<file path="src/axi_rd_pkg.sv">
// Shared AXI read encodings; only OKAY and SLVERR are ever produced by this subordinate
package axi_rd_pkg;

    // ----------------------------------------------------------------------
    // AXI field widths
    // ----------------------------------------------------------------------

    // Burst length field, beats minus one
    localparam int AXI_LEN_W  = 8;
    // Burst size field, log2 of bytes per beat
    localparam int AXI_SIZE_W = 3;

    // ----------------------------------------------------------------------
    // Encodings
    // ----------------------------------------------------------------------

    // AxBURST
    typedef enum logic [1:0] {
        AXI_BURST_FIXED    = 2'b00,
        AXI_BURST_INCR     = 2'b01,
        AXI_BURST_WRAP     = 2'b10,
        AXI_BURST_RESERVED = 2'b11
    } axi_burst_e;

    // xRESP
    // EXOKAY and DECERR kept for completeness of the encoding
    typedef enum logic [1:0] {
        AXI_RESP_OKAY   = 2'b00,
        AXI_RESP_EXOKAY = 2'b01,
        AXI_RESP_SLVERR = 2'b10,
        AXI_RESP_DECERR = 2'b11
    } axi_resp_e;

endpackage

</file>
<file path="src/axi_rd_addr_gen.sv">
// Combinational next-beat address; WRAP assumes a legal len of 1, 3, 7 or 15, size is capped at DW
module axi_rd_addr_gen #(
    parameter int AW = 32,
    parameter int DW = 32
) (
    input  logic [AW-1:0]                     i_last_addr,
    input  logic [axi_rd_pkg::AXI_SIZE_W-1:0] i_size,
    input  axi_rd_pkg::axi_burst_e            i_burst,
    input  logic [axi_rd_pkg::AXI_LEN_W-1:0]  i_len,
    output logic [AW-1:0]                     o_next_addr
);

    // Byte lane bits of one data word
    localparam int BW = $clog2(DW / 8);

    logic [axi_rd_pkg::AXI_SIZE_W-1:0] size_eff;
    logic [AW-1:0]                     incr;
    logic [AW-1:0]                     wrap_bytes;
    logic [AW-1:0]                     wrap_mask;
    logic [AW-1:0]                     addr_incr;

    // ----------------------------------------------------------------------
    // Beat increment and wrap window
    // ----------------------------------------------------------------------

    // Beats wider than the bus are not legal, clamp to the bus width
    always_comb begin
        if (i_size > axi_rd_pkg::AXI_SIZE_W'(BW)) begin
            size_eff = axi_rd_pkg::AXI_SIZE_W'(BW);
        end else begin
            size_eff = i_size;
        end
    end

    assign incr       = AW'(1) << size_eff;
    // Total bytes of the burst, a power of two for WRAP
    assign wrap_bytes = incr * (AW'(i_len) + AW'(1));
    assign wrap_mask  = wrap_bytes - AW'(1);
    assign addr_incr  = i_last_addr + incr;

    // ----------------------------------------------------------------------
    // Next address select
    // ----------------------------------------------------------------------
    always_comb begin
        case (i_burst)
            axi_rd_pkg::AXI_BURST_INCR: begin
                o_next_addr = addr_incr;
            end
            axi_rd_pkg::AXI_BURST_WRAP: begin
                // Upper bits stay put, only the window offset rolls over
                o_next_addr = (i_last_addr & ~wrap_mask) | (addr_incr & wrap_mask);
            end
            // FIXED and the reserved code both hold the address
            default: begin
                o_next_addr = i_last_addr;
            end
        endcase
    end

endmodule

</file>
<file path="src/axi_rd_burst_ctrl.sv">
// Burst control; one burst active at a time, a new AR is taken on the final component beat
module axi_rd_burst_ctrl #(
    parameter int AW = 32,
    parameter int IW = 2
) (
    input  logic                              clk,
    input  logic                              rst_n,
    // AR channel
    input  logic                              i_arvalid,
    output logic                              o_arready,
    input  logic [AW-1:0]                     i_araddr,
    input  axi_rd_pkg::axi_burst_e            i_arburst,
    input  logic [axi_rd_pkg::AXI_SIZE_W-1:0] i_arsize,
    input  logic [axi_rd_pkg::AXI_LEN_W-1:0]  i_arlen,
    input  logic [IW-1:0]                     i_arid,
    // Burst context to the address generator
    output logic [AW-1:0]                     o_cur_addr,
    output logic [axi_rd_pkg::AXI_SIZE_W-1:0] o_cur_size,
    output axi_rd_pkg::axi_burst_e            o_cur_burst,
    output logic [axi_rd_pkg::AXI_LEN_W-1:0]  o_cur_len,
    input  logic [AW-1:0]                     i_next_addr,
    // Component request side
    output logic                              o_dv,
    input  logic                              i_hld,
    input  logic                              i_pipe_ready,
    output logic                              o_req_fire,
    output logic [IW-1:0]                     o_req_id,
    output logic                              o_req_last
);

    logic                             active;
    logic [axi_rd_pkg::AXI_LEN_W-1:0] beat_cnt;
    logic                             ar_fire;
    logic                             final_beat;

    // ----------------------------------------------------------------------
    // Handshakes
    // ----------------------------------------------------------------------
    assign ar_fire    = i_arvalid && o_arready;
    // Request goes out only when the response pipe can hold it under full stall
    assign o_dv       = active && i_pipe_ready;
    assign o_req_fire = o_dv && !i_hld;
    assign o_req_last = (beat_cnt == '0);
    assign final_beat = o_req_fire && o_req_last;
    // Next burst may overlap the final request beat
    assign o_arready  = !active || final_beat;

    // ----------------------------------------------------------------------
    // Active flag and beat counter
    // ----------------------------------------------------------------------
    always_ff @(posedge clk or negedge rst_n) begin
        if (!rst_n) begin
            active   <= 1'b0;
            beat_cnt <= '0;
        end else if (ar_fire) begin
            active   <= 1'b1;
            beat_cnt <= i_arlen;
        end else if (o_req_fire) begin
            // Drops after the beat that carries last
            active   <= !o_req_last;
            // Saturate at zero
            if (beat_cnt != '0) begin
                beat_cnt <= beat_cnt - 1'b1;
            end
        end
    end

    // ----------------------------------------------------------------------
    // Burst context
    // ----------------------------------------------------------------------
    always_ff @(posedge clk) begin
        if (ar_fire) begin
            o_cur_addr  <= i_araddr;
            o_cur_burst <= i_arburst;
            o_cur_size  <= i_arsize;
            o_cur_len   <= i_arlen;
            o_req_id    <= i_arid;
        end else if (o_req_fire) begin
            // Only the address moves within a burst
            o_cur_addr <= i_next_addr;
        end
    end

endmodule

</file>
<file path="src/axi_rd_ctx_pipe.sv">
// Request context delay of exactly C_LAT cycles; C_LAT of zero is a plain pass-through
module axi_rd_ctx_pipe #(
    parameter int IW    = 2,
    parameter int C_LAT = 2
) (
    input  logic          clk,
    input  logic          rst_n,
    input  logic          i_valid,
    input  logic [IW-1:0] i_id,
    input  logic          i_last,
    output logic          o_valid,
    output logic [IW-1:0] o_id,
    output logic          o_last
);

    if (C_LAT == 0) begin : g_pass
        // Component answers in the same cycle
        assign o_valid = i_valid;
        assign o_id    = i_id;
        assign o_last  = i_last;
    end else begin : g_shift
        logic [C_LAT-1:0] vld_sr;
        logic [C_LAT-1:0] last_sr;
        logic [IW-1:0]    id_sr [C_LAT];

        // Valid bits form the control path
        always_ff @(posedge clk or negedge rst_n) begin
            if (!rst_n) begin
                vld_sr <= '0;
            end else begin
                vld_sr[0] <= i_valid;
                for (int i = 1; i < C_LAT; i++) begin
                    vld_sr[i] <= vld_sr[i-1];
                end
            end
        end

        // ID and last ride along
        always_ff @(posedge clk) begin
            id_sr[0]   <= i_id;
            last_sr[0] <= i_last;
            for (int i = 1; i < C_LAT; i++) begin
                id_sr[i]   <= id_sr[i-1];
                last_sr[i] <= last_sr[i-1];
            end
        end

        assign o_valid = vld_sr[C_LAT-1];
        assign o_id    = id_sr[C_LAT-1];
        assign o_last  = last_sr[C_LAT-1];
    end

endmodule

</file>
<file path="src/axi_rd_skid_buf.sv">
// Skid stage; o_ready comes from a register only, so it never depends on i_ready in the same cycle
module axi_rd_skid_buf #(
    parameter int PW = 32
) (
    input  logic          clk,
    input  logic          rst_n,
    // Upstream
    input  logic          i_valid,
    output logic          o_ready,
    input  logic [PW-1:0] i_data,
    // Downstream
    output logic          o_valid,
    input  logic          i_ready,
    output logic [PW-1:0] o_data
);

    // Holding entry, used only while downstream stalls
    logic          hold_vld;
    logic [PW-1:0] hold_data;

    // ----------------------------------------------------------------------
    // Holding entry control
    // ----------------------------------------------------------------------

    // Fills when a beat arrives and downstream stalls
    // Empties as soon as downstream takes it
    always_ff @(posedge clk or negedge rst_n) begin
        if (!rst_n) begin
            hold_vld <= 1'b0;
        end else if (i_ready) begin
            hold_vld <= 1'b0;
        end else if (i_valid && !hold_vld) begin
            hold_vld <= 1'b1;
        end
    end

    // Captured on every upstream transfer, harmless if it passes straight on
    always_ff @(posedge clk) begin
        if (i_valid && !hold_vld) begin
            hold_data <= i_data;
        end
    end

    // ----------------------------------------------------------------------
    // Outputs
    // ----------------------------------------------------------------------
    assign o_ready = !hold_vld;
    assign o_valid = i_valid || hold_vld;
    // Held beat is older, it goes first
    assign o_data  = hold_vld ? hold_data : i_data;

endmodule

</file>
<file path="src/axi_rd_resp_pipe.sv">
// Response path of C_LAT+1 skid stages; the input has no ready, callers must gate on o_all_ready
module axi_rd_resp_pipe #(
    parameter int DW    = 32,
    parameter int IW    = 2,
    parameter int C_LAT = 2
) (
    input  logic                  clk,
    input  logic                  rst_n,
    // From component and context pipe
    input  logic                  i_valid,
    input  logic [DW-1:0]         i_rdata,
    input  logic                  i_err,
    input  logic [IW-1:0]         i_id,
    input  logic                  i_last,
    output logic                  o_all_ready,
    // R channel
    input  logic                  i_rready,
    output logic                  o_rvalid,
    output logic [DW-1:0]         o_rdata,
    output axi_rd_pkg::axi_resp_e o_rresp,
    output logic [IW-1:0]         o_rid,
    output logic                  o_rlast
);

    // Payload is {data, id, last, resp}
    localparam int PW = DW + IW + 1 + 2;
    localparam int NS = C_LAT + 1;

    axi_rd_pkg::axi_resp_e   resp_in;
    logic [1:0]              resp_out;
    logic [NS:0]             stg_vld;
    logic [NS:0]             stg_rdy;
    logic [NS:0][PW-1:0]     stg_pld;

    // ----------------------------------------------------------------------
    // Stage 0 payload
    // ----------------------------------------------------------------------
    assign resp_in    = i_err ? axi_rd_pkg::AXI_RESP_SLVERR : axi_rd_pkg::AXI_RESP_OKAY;
    assign stg_vld[0] = i_valid;
    assign stg_pld[0] = {i_rdata, i_id, i_last, resp_in};

    // ----------------------------------------------------------------------
    // Skid chain
    // ----------------------------------------------------------------------
    for (genvar s = 0; s < NS; s++) begin : g_stage
        axi_rd_skid_buf #(
            .PW (PW)
        ) u_skid (
            .clk     (clk),
            .rst_n   (rst_n),
            .i_valid (stg_vld[s]),
            .o_ready (stg_rdy[s]),
            .i_data  (stg_pld[s]),
            .o_valid (stg_vld[s+1]),
            .i_ready (stg_rdy[s+1]),
            .o_data  (stg_pld[s+1])
        );
    end

    // Last stage is stalled directly by the R channel
    assign stg_rdy[NS] = i_rready;

    // All stages empty means room for every beat still in flight
    assign o_all_ready = &stg_rdy[NS-1:0];

    // ----------------------------------------------------------------------
    // R channel
    // ----------------------------------------------------------------------
    assign o_rvalid = stg_vld[NS];
    assign {o_rdata, o_rid, o_rlast, resp_out} = stg_pld[NS];
    assign o_rresp  = axi_rd_pkg::axi_resp_e'(resp_out);

endmodule

</file>
<file path="src/axi_rd_sub.sv">
// AXI read subordinate top; responses leave in request order, DW must be at least 16 bits
module axi_rd_sub #(
    parameter int AW    = 32,
    parameter int DW    = 32,
    parameter int IW    = 2,
    parameter int C_LAT = 2
) (
    input  logic                              clk,
    input  logic                              rst_n,
    // AR channel
    input  logic                              i_arvalid,
    output logic                              o_arready,
    input  logic [AW-1:0]                     i_araddr,
    input  logic [1:0]                        i_arburst,
    input  logic [axi_rd_pkg::AXI_SIZE_W-1:0] i_arsize,
    input  logic [axi_rd_pkg::AXI_LEN_W-1:0]  i_arlen,
    input  logic [IW-1:0]                     i_arid,
    // R channel
    output logic                              o_rvalid,
    input  logic                              i_rready,
    output logic [DW-1:0]                     o_rdata,
    output logic [1:0]                        o_rresp,
    output logic [IW-1:0]                     o_rid,
    output logic                              o_rlast,
    // Component side
    output logic                              o_dv,
    output logic [AW-1:0]                     o_addr,
    output logic [IW-1:0]                     o_id,
    output logic                              o_last,
    input  logic                              i_hld,
    input  logic                              i_err,
    input  logic [DW-1:0]                     i_rdata
);

    localparam int BW = $clog2(DW / 8);

    logic [AW-1:0]                     cur_addr;
    logic [AW-1:0]                     next_addr;
    logic [axi_rd_pkg::AXI_SIZE_W-1:0] cur_size;
    axi_rd_pkg::axi_burst_e            cur_burst;
    logic [axi_rd_pkg::AXI_LEN_W-1:0]  cur_len;
    logic                              req_fire;
    logic                              pipe_ready;
    logic                              ctx_valid;
    logic [IW-1:0]                     ctx_id;
    logic                              ctx_last;

    // ----------------------------------------------------------------------
    // Control
    // ----------------------------------------------------------------------
    axi_rd_burst_ctrl #(
        .AW (AW),
        .IW (IW)
    ) u_ctrl (
        .clk          (clk),
        .rst_n        (rst_n),
        .i_arvalid    (i_arvalid),
        .o_arready    (o_arready),
        .i_araddr     (i_araddr),
        .i_arburst    (axi_rd_pkg::axi_burst_e'(i_arburst)),
        .i_arsize     (i_arsize),
        .i_arlen      (i_arlen),
        .i_arid       (i_arid),
        .o_cur_addr   (cur_addr),
        .o_cur_size   (cur_size),
        .o_cur_burst  (cur_burst),
        .o_cur_len    (cur_len),
        .i_next_addr  (next_addr),
        .o_dv         (o_dv),
        .i_hld        (i_hld),
        .i_pipe_ready (pipe_ready),
        .o_req_fire   (req_fire),
        .o_req_id     (o_id),
        .o_req_last   (o_last)
    );

    // Full byte address in, so sub-word bursts step correctly
    axi_rd_addr_gen #(
        .AW (AW),
        .DW (DW)
    ) u_addr_gen (
        .i_last_addr (cur_addr),
        .i_size      (cur_size),
        .i_burst     (cur_burst),
        .i_len       (cur_len),
        .o_next_addr (next_addr)
    );

    // Component sees word-aligned addresses
    assign o_addr = {cur_addr[AW-1:BW], BW'(0)};

    // ----------------------------------------------------------------------
    // Datapath
    // ----------------------------------------------------------------------
    axi_rd_ctx_pipe #(
        .IW    (IW),
        .C_LAT (C_LAT)
    ) u_ctx_pipe (
        .clk     (clk),
        .rst_n   (rst_n),
        .i_valid (req_fire),
        .i_id    (o_id),
        .i_last  (o_last),
        .o_valid (ctx_valid),
        .o_id    (ctx_id),
        .o_last  (ctx_last)
    );

    axi_rd_resp_pipe #(
        .DW    (DW),
        .IW    (IW),
        .C_LAT (C_LAT)
    ) u_resp_pipe (
        .clk         (clk),
        .rst_n       (rst_n),
        .i_valid     (ctx_valid),
        .i_rdata     (i_rdata),
        .i_err       (i_err),
        .i_id        (ctx_id),
        .i_last      (ctx_last),
        .o_all_ready (pipe_ready),
        .i_rready    (i_rready),
        .o_rvalid    (o_rvalid),
        .o_rdata     (o_rdata),
        .o_rresp     (o_rresp),
        .o_rid       (o_rid),
        .o_rlast     (o_rlast)
    );

endmodule

</file>
<file path="config.mk">
export PLATFORM = sky130hd
export DESIGN_NAME = axi_rd_sub
export DESIGN_NICKNAME = d
export VERILOG_FILES = /design/src/axi_rd_pkg.sv /design/src/axi_rd_addr_gen.sv /design/src/axi_rd_burst_ctrl.sv /design/src/axi_rd_ctx_pipe.sv /design/src/axi_rd_skid_buf.sv /design/src/axi_rd_resp_pipe.sv /design/src/axi_rd_sub.sv
export SDC_FILE = /design/constraint.sdc
export NUM_CORES = 1
export LEC_CHECK = 0
export BUFFER_PORTS_ARGS = -buffer_cell sky130_fd_sc_hd__buf_4
export CAP_MARGIN = 20
export CORE_UTILIZATION = 53
export CTS_BUF_LIST = sky130_fd_sc_hd__clkbuf_16
export CTS_CLUSTER_DIAMETER = 40
export CTS_CLUSTER_SIZE = 12
export DETAILED_ROUTE_END_ITERATION = 12
export PLACE_DENSITY = 0.83
export SYNTH_ARGS = -nofsm -noshare
export SYNTH_HDL_FRONTEND = slang
export SYNTH_SLANG_ARGS = --single-unit
</file>
<file path="constraint.sdc">
create_clock -name clk -period 6.1 [get_ports clk]
set_clock_uncertainty 0.15 [all_clocks]
set_input_delay 1.525 -clock clk [delete_from_list [all_inputs] [get_ports clk]]
set_output_delay 1.525 -clock clk [all_outputs]
set_load 0.005 [all_outputs]
</file>
==> metrics.md <==
| Metric | Value |
|---|---|
| Status | `finished clean` |
| ANT cells | `0` |
| Headroom to the max-slew limit | `37.9%` |
| Async SR Flop Fraction | `8.00%` |
| Placed cells | `1,411` |
| DP Area | `13,000 um^2` |
| # rows | `53` |
| Setup crit start kind | `flop` |
| Predominant post-synthesis flop cell | `edfxtp_1` |
| Net Switching | `0.00179 W` |
| CTS H-Tree Depth | `4` |
| Crit Path Category | `reg2reg` |
| Final Cell Area | `13,600 um^2` |
| Synth Area in XOR/XNOR | `3.78%` |
| Final Hold Fails | `0` |
| Hold buffer count at cts | `0` |
| Simple logic cell fraction of the synthesized area | `9.63%` |
| Internal power | `0.00316 W` |
| Later-pin clock latency in the skew report | `0.43 ns` |
| GR peak layer | `met2` |
| Synth Cell Area | `11,600 um^2` |
| Gr ovfl total | `0` |
| Final worst path period share | `95.2%` |
| Area delta synth->final | `17.7%` |
| Final TNS setup | `0 ns` |
| Mapped Cells | `990` |
| Most frequent cells in the layout | `buf_4, edfxtp_1, mux2_2` |
| First-pass GRT wire length | `40,400 um` |
| CTS clock-pin slew for the worst setup and hold paths | `0.07 ns` |
| PnR Total Power | `0.00495 W` |
| Slowest cell on crit path | `fa_1` |
| Max_cap viols | `0` |
| Leakage | `5.67 nW` |
| Fin crit period | `5.81 ns` |
| Final HPWL DP | `18,700 um` |
| Syn Area/Cell | `11.7 um^2` |
| Layout cells sized above 1 | `28.9%` |
| RSZ-0062 raised after global routing | `no` |
| Synth area leaders | `edfxtp_1, mux2_2, fa_1` |
| M1 GR Usage | `29.2%` |
| Sw Share | `36.1%` |
| Seq pwr share | `34.9%` |
| Crit-path max FO | `12` |
| Layout Cells excl Fill | `1,446` |
| Most frequent CP cell | `fa_1` |
| Mux contribution to synthesized area | `10.7%` |
| # DRC | `0` |
| Crit-path max cell delay | `0.55 ns` |
| Flops & latches, synth | `175` |
| Global-route met2 utilization | `40.7%` |
| Synth Area in Compound Gates | `9.54%` |
| Post-synth top area share | `40.2%` |
| Yosys warning total | `0` |
| I/O pin cnt | `160` |
| DRT antenna net count | `0` |
| Die X | `150 um` |
| Num CTS Buffers | `17` |
| Number of synthesized flops with an enable pin | `155` |
| CTS tree | `built` |
| Adder-cell area share of the yosys netlist | `16.0%` |
| Initial Util | `54.6%` |
| Detailed Route Iter0 Violations | `488` |
| Largest net degree at the start of global routing | `52` |
| Final setup violation count | `0` |
| Peak Freq | `172 MHz` |
| Slew @ Worst Pin | `0.932 ns` |
| Gr usage total | `23.3%` |
| Die area | `22,500 um^2` |
| Met3 usage | `4.27%` |
| Cell Chain, Critical Path | `buf_4 > and3_1 > nand3_1 > xor2_1 > nor2_1 > fa_1 > ha_1 > fa_1 > fa_1 > inv_1 > fa_1 > inv_1 > ha_2 > o21a_1 > o21ai_0 > a22o_1 > o21ba_2 > o21ai_1 > buf_4 > nor2_1` |
| Worst EP arrival | `5.81 ns` |
| Critical Path RT | `6.11 ns` |
| Core box area | `21,200 um^2` |
| Routed wire length | `25,400 um` |
| RePlAce Congestion | `0.858` |
| Peak VDD IR | `0.231 mV` |
| Port bufs | `156` |
| Clock share of power | `21.3%` |
| Synth cell types | `67` |
| PD cells | `363 nW/um^2` |
| Crit end category | `flop` |
| Nets | `1,364` |
| Slew Limit Fails | `0` |
| Clock root buffer master | `clkbuf_16` |
| Avg Vias per Cell | `5.59` |
| Vias in the first global route | `8,133` |
| # clock sinks | `175` |
| Drt wl/cell | `17.6 um` |
| Clk buf depth | `2` |
| Largest area contributor in the netlist | `edfxtp_1` |
| Sequential fraction of the synthesis area | `44.2%` |
| Die Span Y | `150 um` |
| Cell family with most CP delay | `adder cells` |
| CP Buf/Inv Count | `4` |
| DR vias | `8,079` |
| Initial DRT Pass Iterations | `5` |
| Commonest non-fill, non-tap cell in the layout | `buf_4` |
| Largest family of logic cells by synthesized area | `adder cells` |
| Logic pwr share | `43.9%` |
| Hold/Removal Path Class | `reg2reg` |
| Initial antenna violation count | `0` |
logic make-up (layout without fill, tap and decap cells):
kind of cell	after synthesis	count (layout)
simple gates	230	230
flops	175	175
compound gates	154	154
buf+inv	149	277
fa+ha+maj	120	120
mux	110	110
xor+xnor	50	50
other cells	2	55
per-layer routing:
metal / wire length, um / vias up
met1: 10200 / 3957
met2: 12800 / 281
met5: 0 / -
met4: 442 / 0
li1: - / 3808
met3: 1940 / 33
power groups by stage:
stage	Combinational, W	Sequential [W]	Clock [W]
3_3_place_gp	0.00201	0.00174	0
6_report	0.00217	0.00173	0.00105
4_1_cts	0.00209	0.00173	0.00107
5_1_grt	0.00239	0.00175	0.00111
2_1_floorplan	0.00152	0.00173	0
3_5_place_dp	0.00207	0.00176	0
layout make-up:
class,instances,area (um^2)
Fill cell,1643,7580
Multi-Input combinational cell,719,6010
Sequential cell,175,5120
Timing Repair Buffer,166,1290
Clock buffer,17,425
Tap cell,275,344
Inverter,80,300
Clock inverter,14,143
path summary, 6_finish.rpt:
check                                                       from                                endpoint  slack (ns)  cells after the start
hold / removal             u_ctx_pipe.g_shift.last_sr[0]$_DFF_P_   u_ctx_pipe.g_shift.last_sr[1]$_DFF_P_        0.18                      0
min in group asynchronous                                  rst_n          u_ctrl.beat_cnt[1]$_DFFE_PN0P_        0.78                      1
setup / recovery                   u_ctrl.o_cur_len[0]$_DFFE_PP_                                    flop        0.29                     20
setup reg to reg                   u_ctrl.o_cur_len[0]$_DFFE_PP_                                    flop        0.29                     20
max in group asynchronous                                  rst_n  u_ctx_pipe.g_shift.vld_sr[0]$_DFF_PN0_        4.83                      1
hold reg to reg            u_ctx_pipe.g_shift.last_sr[0]$_DFF_P_   u_ctx_pipe.g_shift.last_sr[1]$_DFF_P_        0.18                      0
metrics by stage:
stage	hold slack [ns]	setup slack, ns	util, %
5_1_grt	0.195	0.0270	64.3
3_3_place_gp	0.161	0.321	61.1
6_report	0.179	0.293	64.3
4_1_cts	0.180	0.113	63.8
3_5_place_dp	0.165	0.155	61.1
2_1_floorplan	0.160	0.454	-
synth_stat cells, types with 3 or more instances:
cell and n:
nand3_1 15, xnor2_1 37, o211ai_1 3, nor3_1 14
o21ai_1 6, nor2b_1 11, inv_1 79, xor2_1 13
and2_1 7, buf_4 36, nand2b_1 11, and4_1 4
or3_1 7, a21o_1 14, ha_1 73, o21ai_0 29
a211oi_1 17, o21a_1 11, edfxtp_1 155, o31ai_1 9
and3_1 10, or4_1 3, nor4_1 4, dfxtp_1 6
fa_1 47, a211oi_2 4, o221a_2 5, buf_2 7
buf_1 9, nand2_1 54, o2111ai_1 4, a31oi_1 6
a22o_1 3, clkbuf_1 17, mux2_2 108, dfrtp_1 14
nor2_1 75, nand4_1 5, a21oi_1 24
what timing repair did:
action,4_1_cts,5_1_grt
gates resized for setup,0,9
setup buffers,0,1
setup endpoints to repair,0,36
Power figures use the tool's default switching activity.
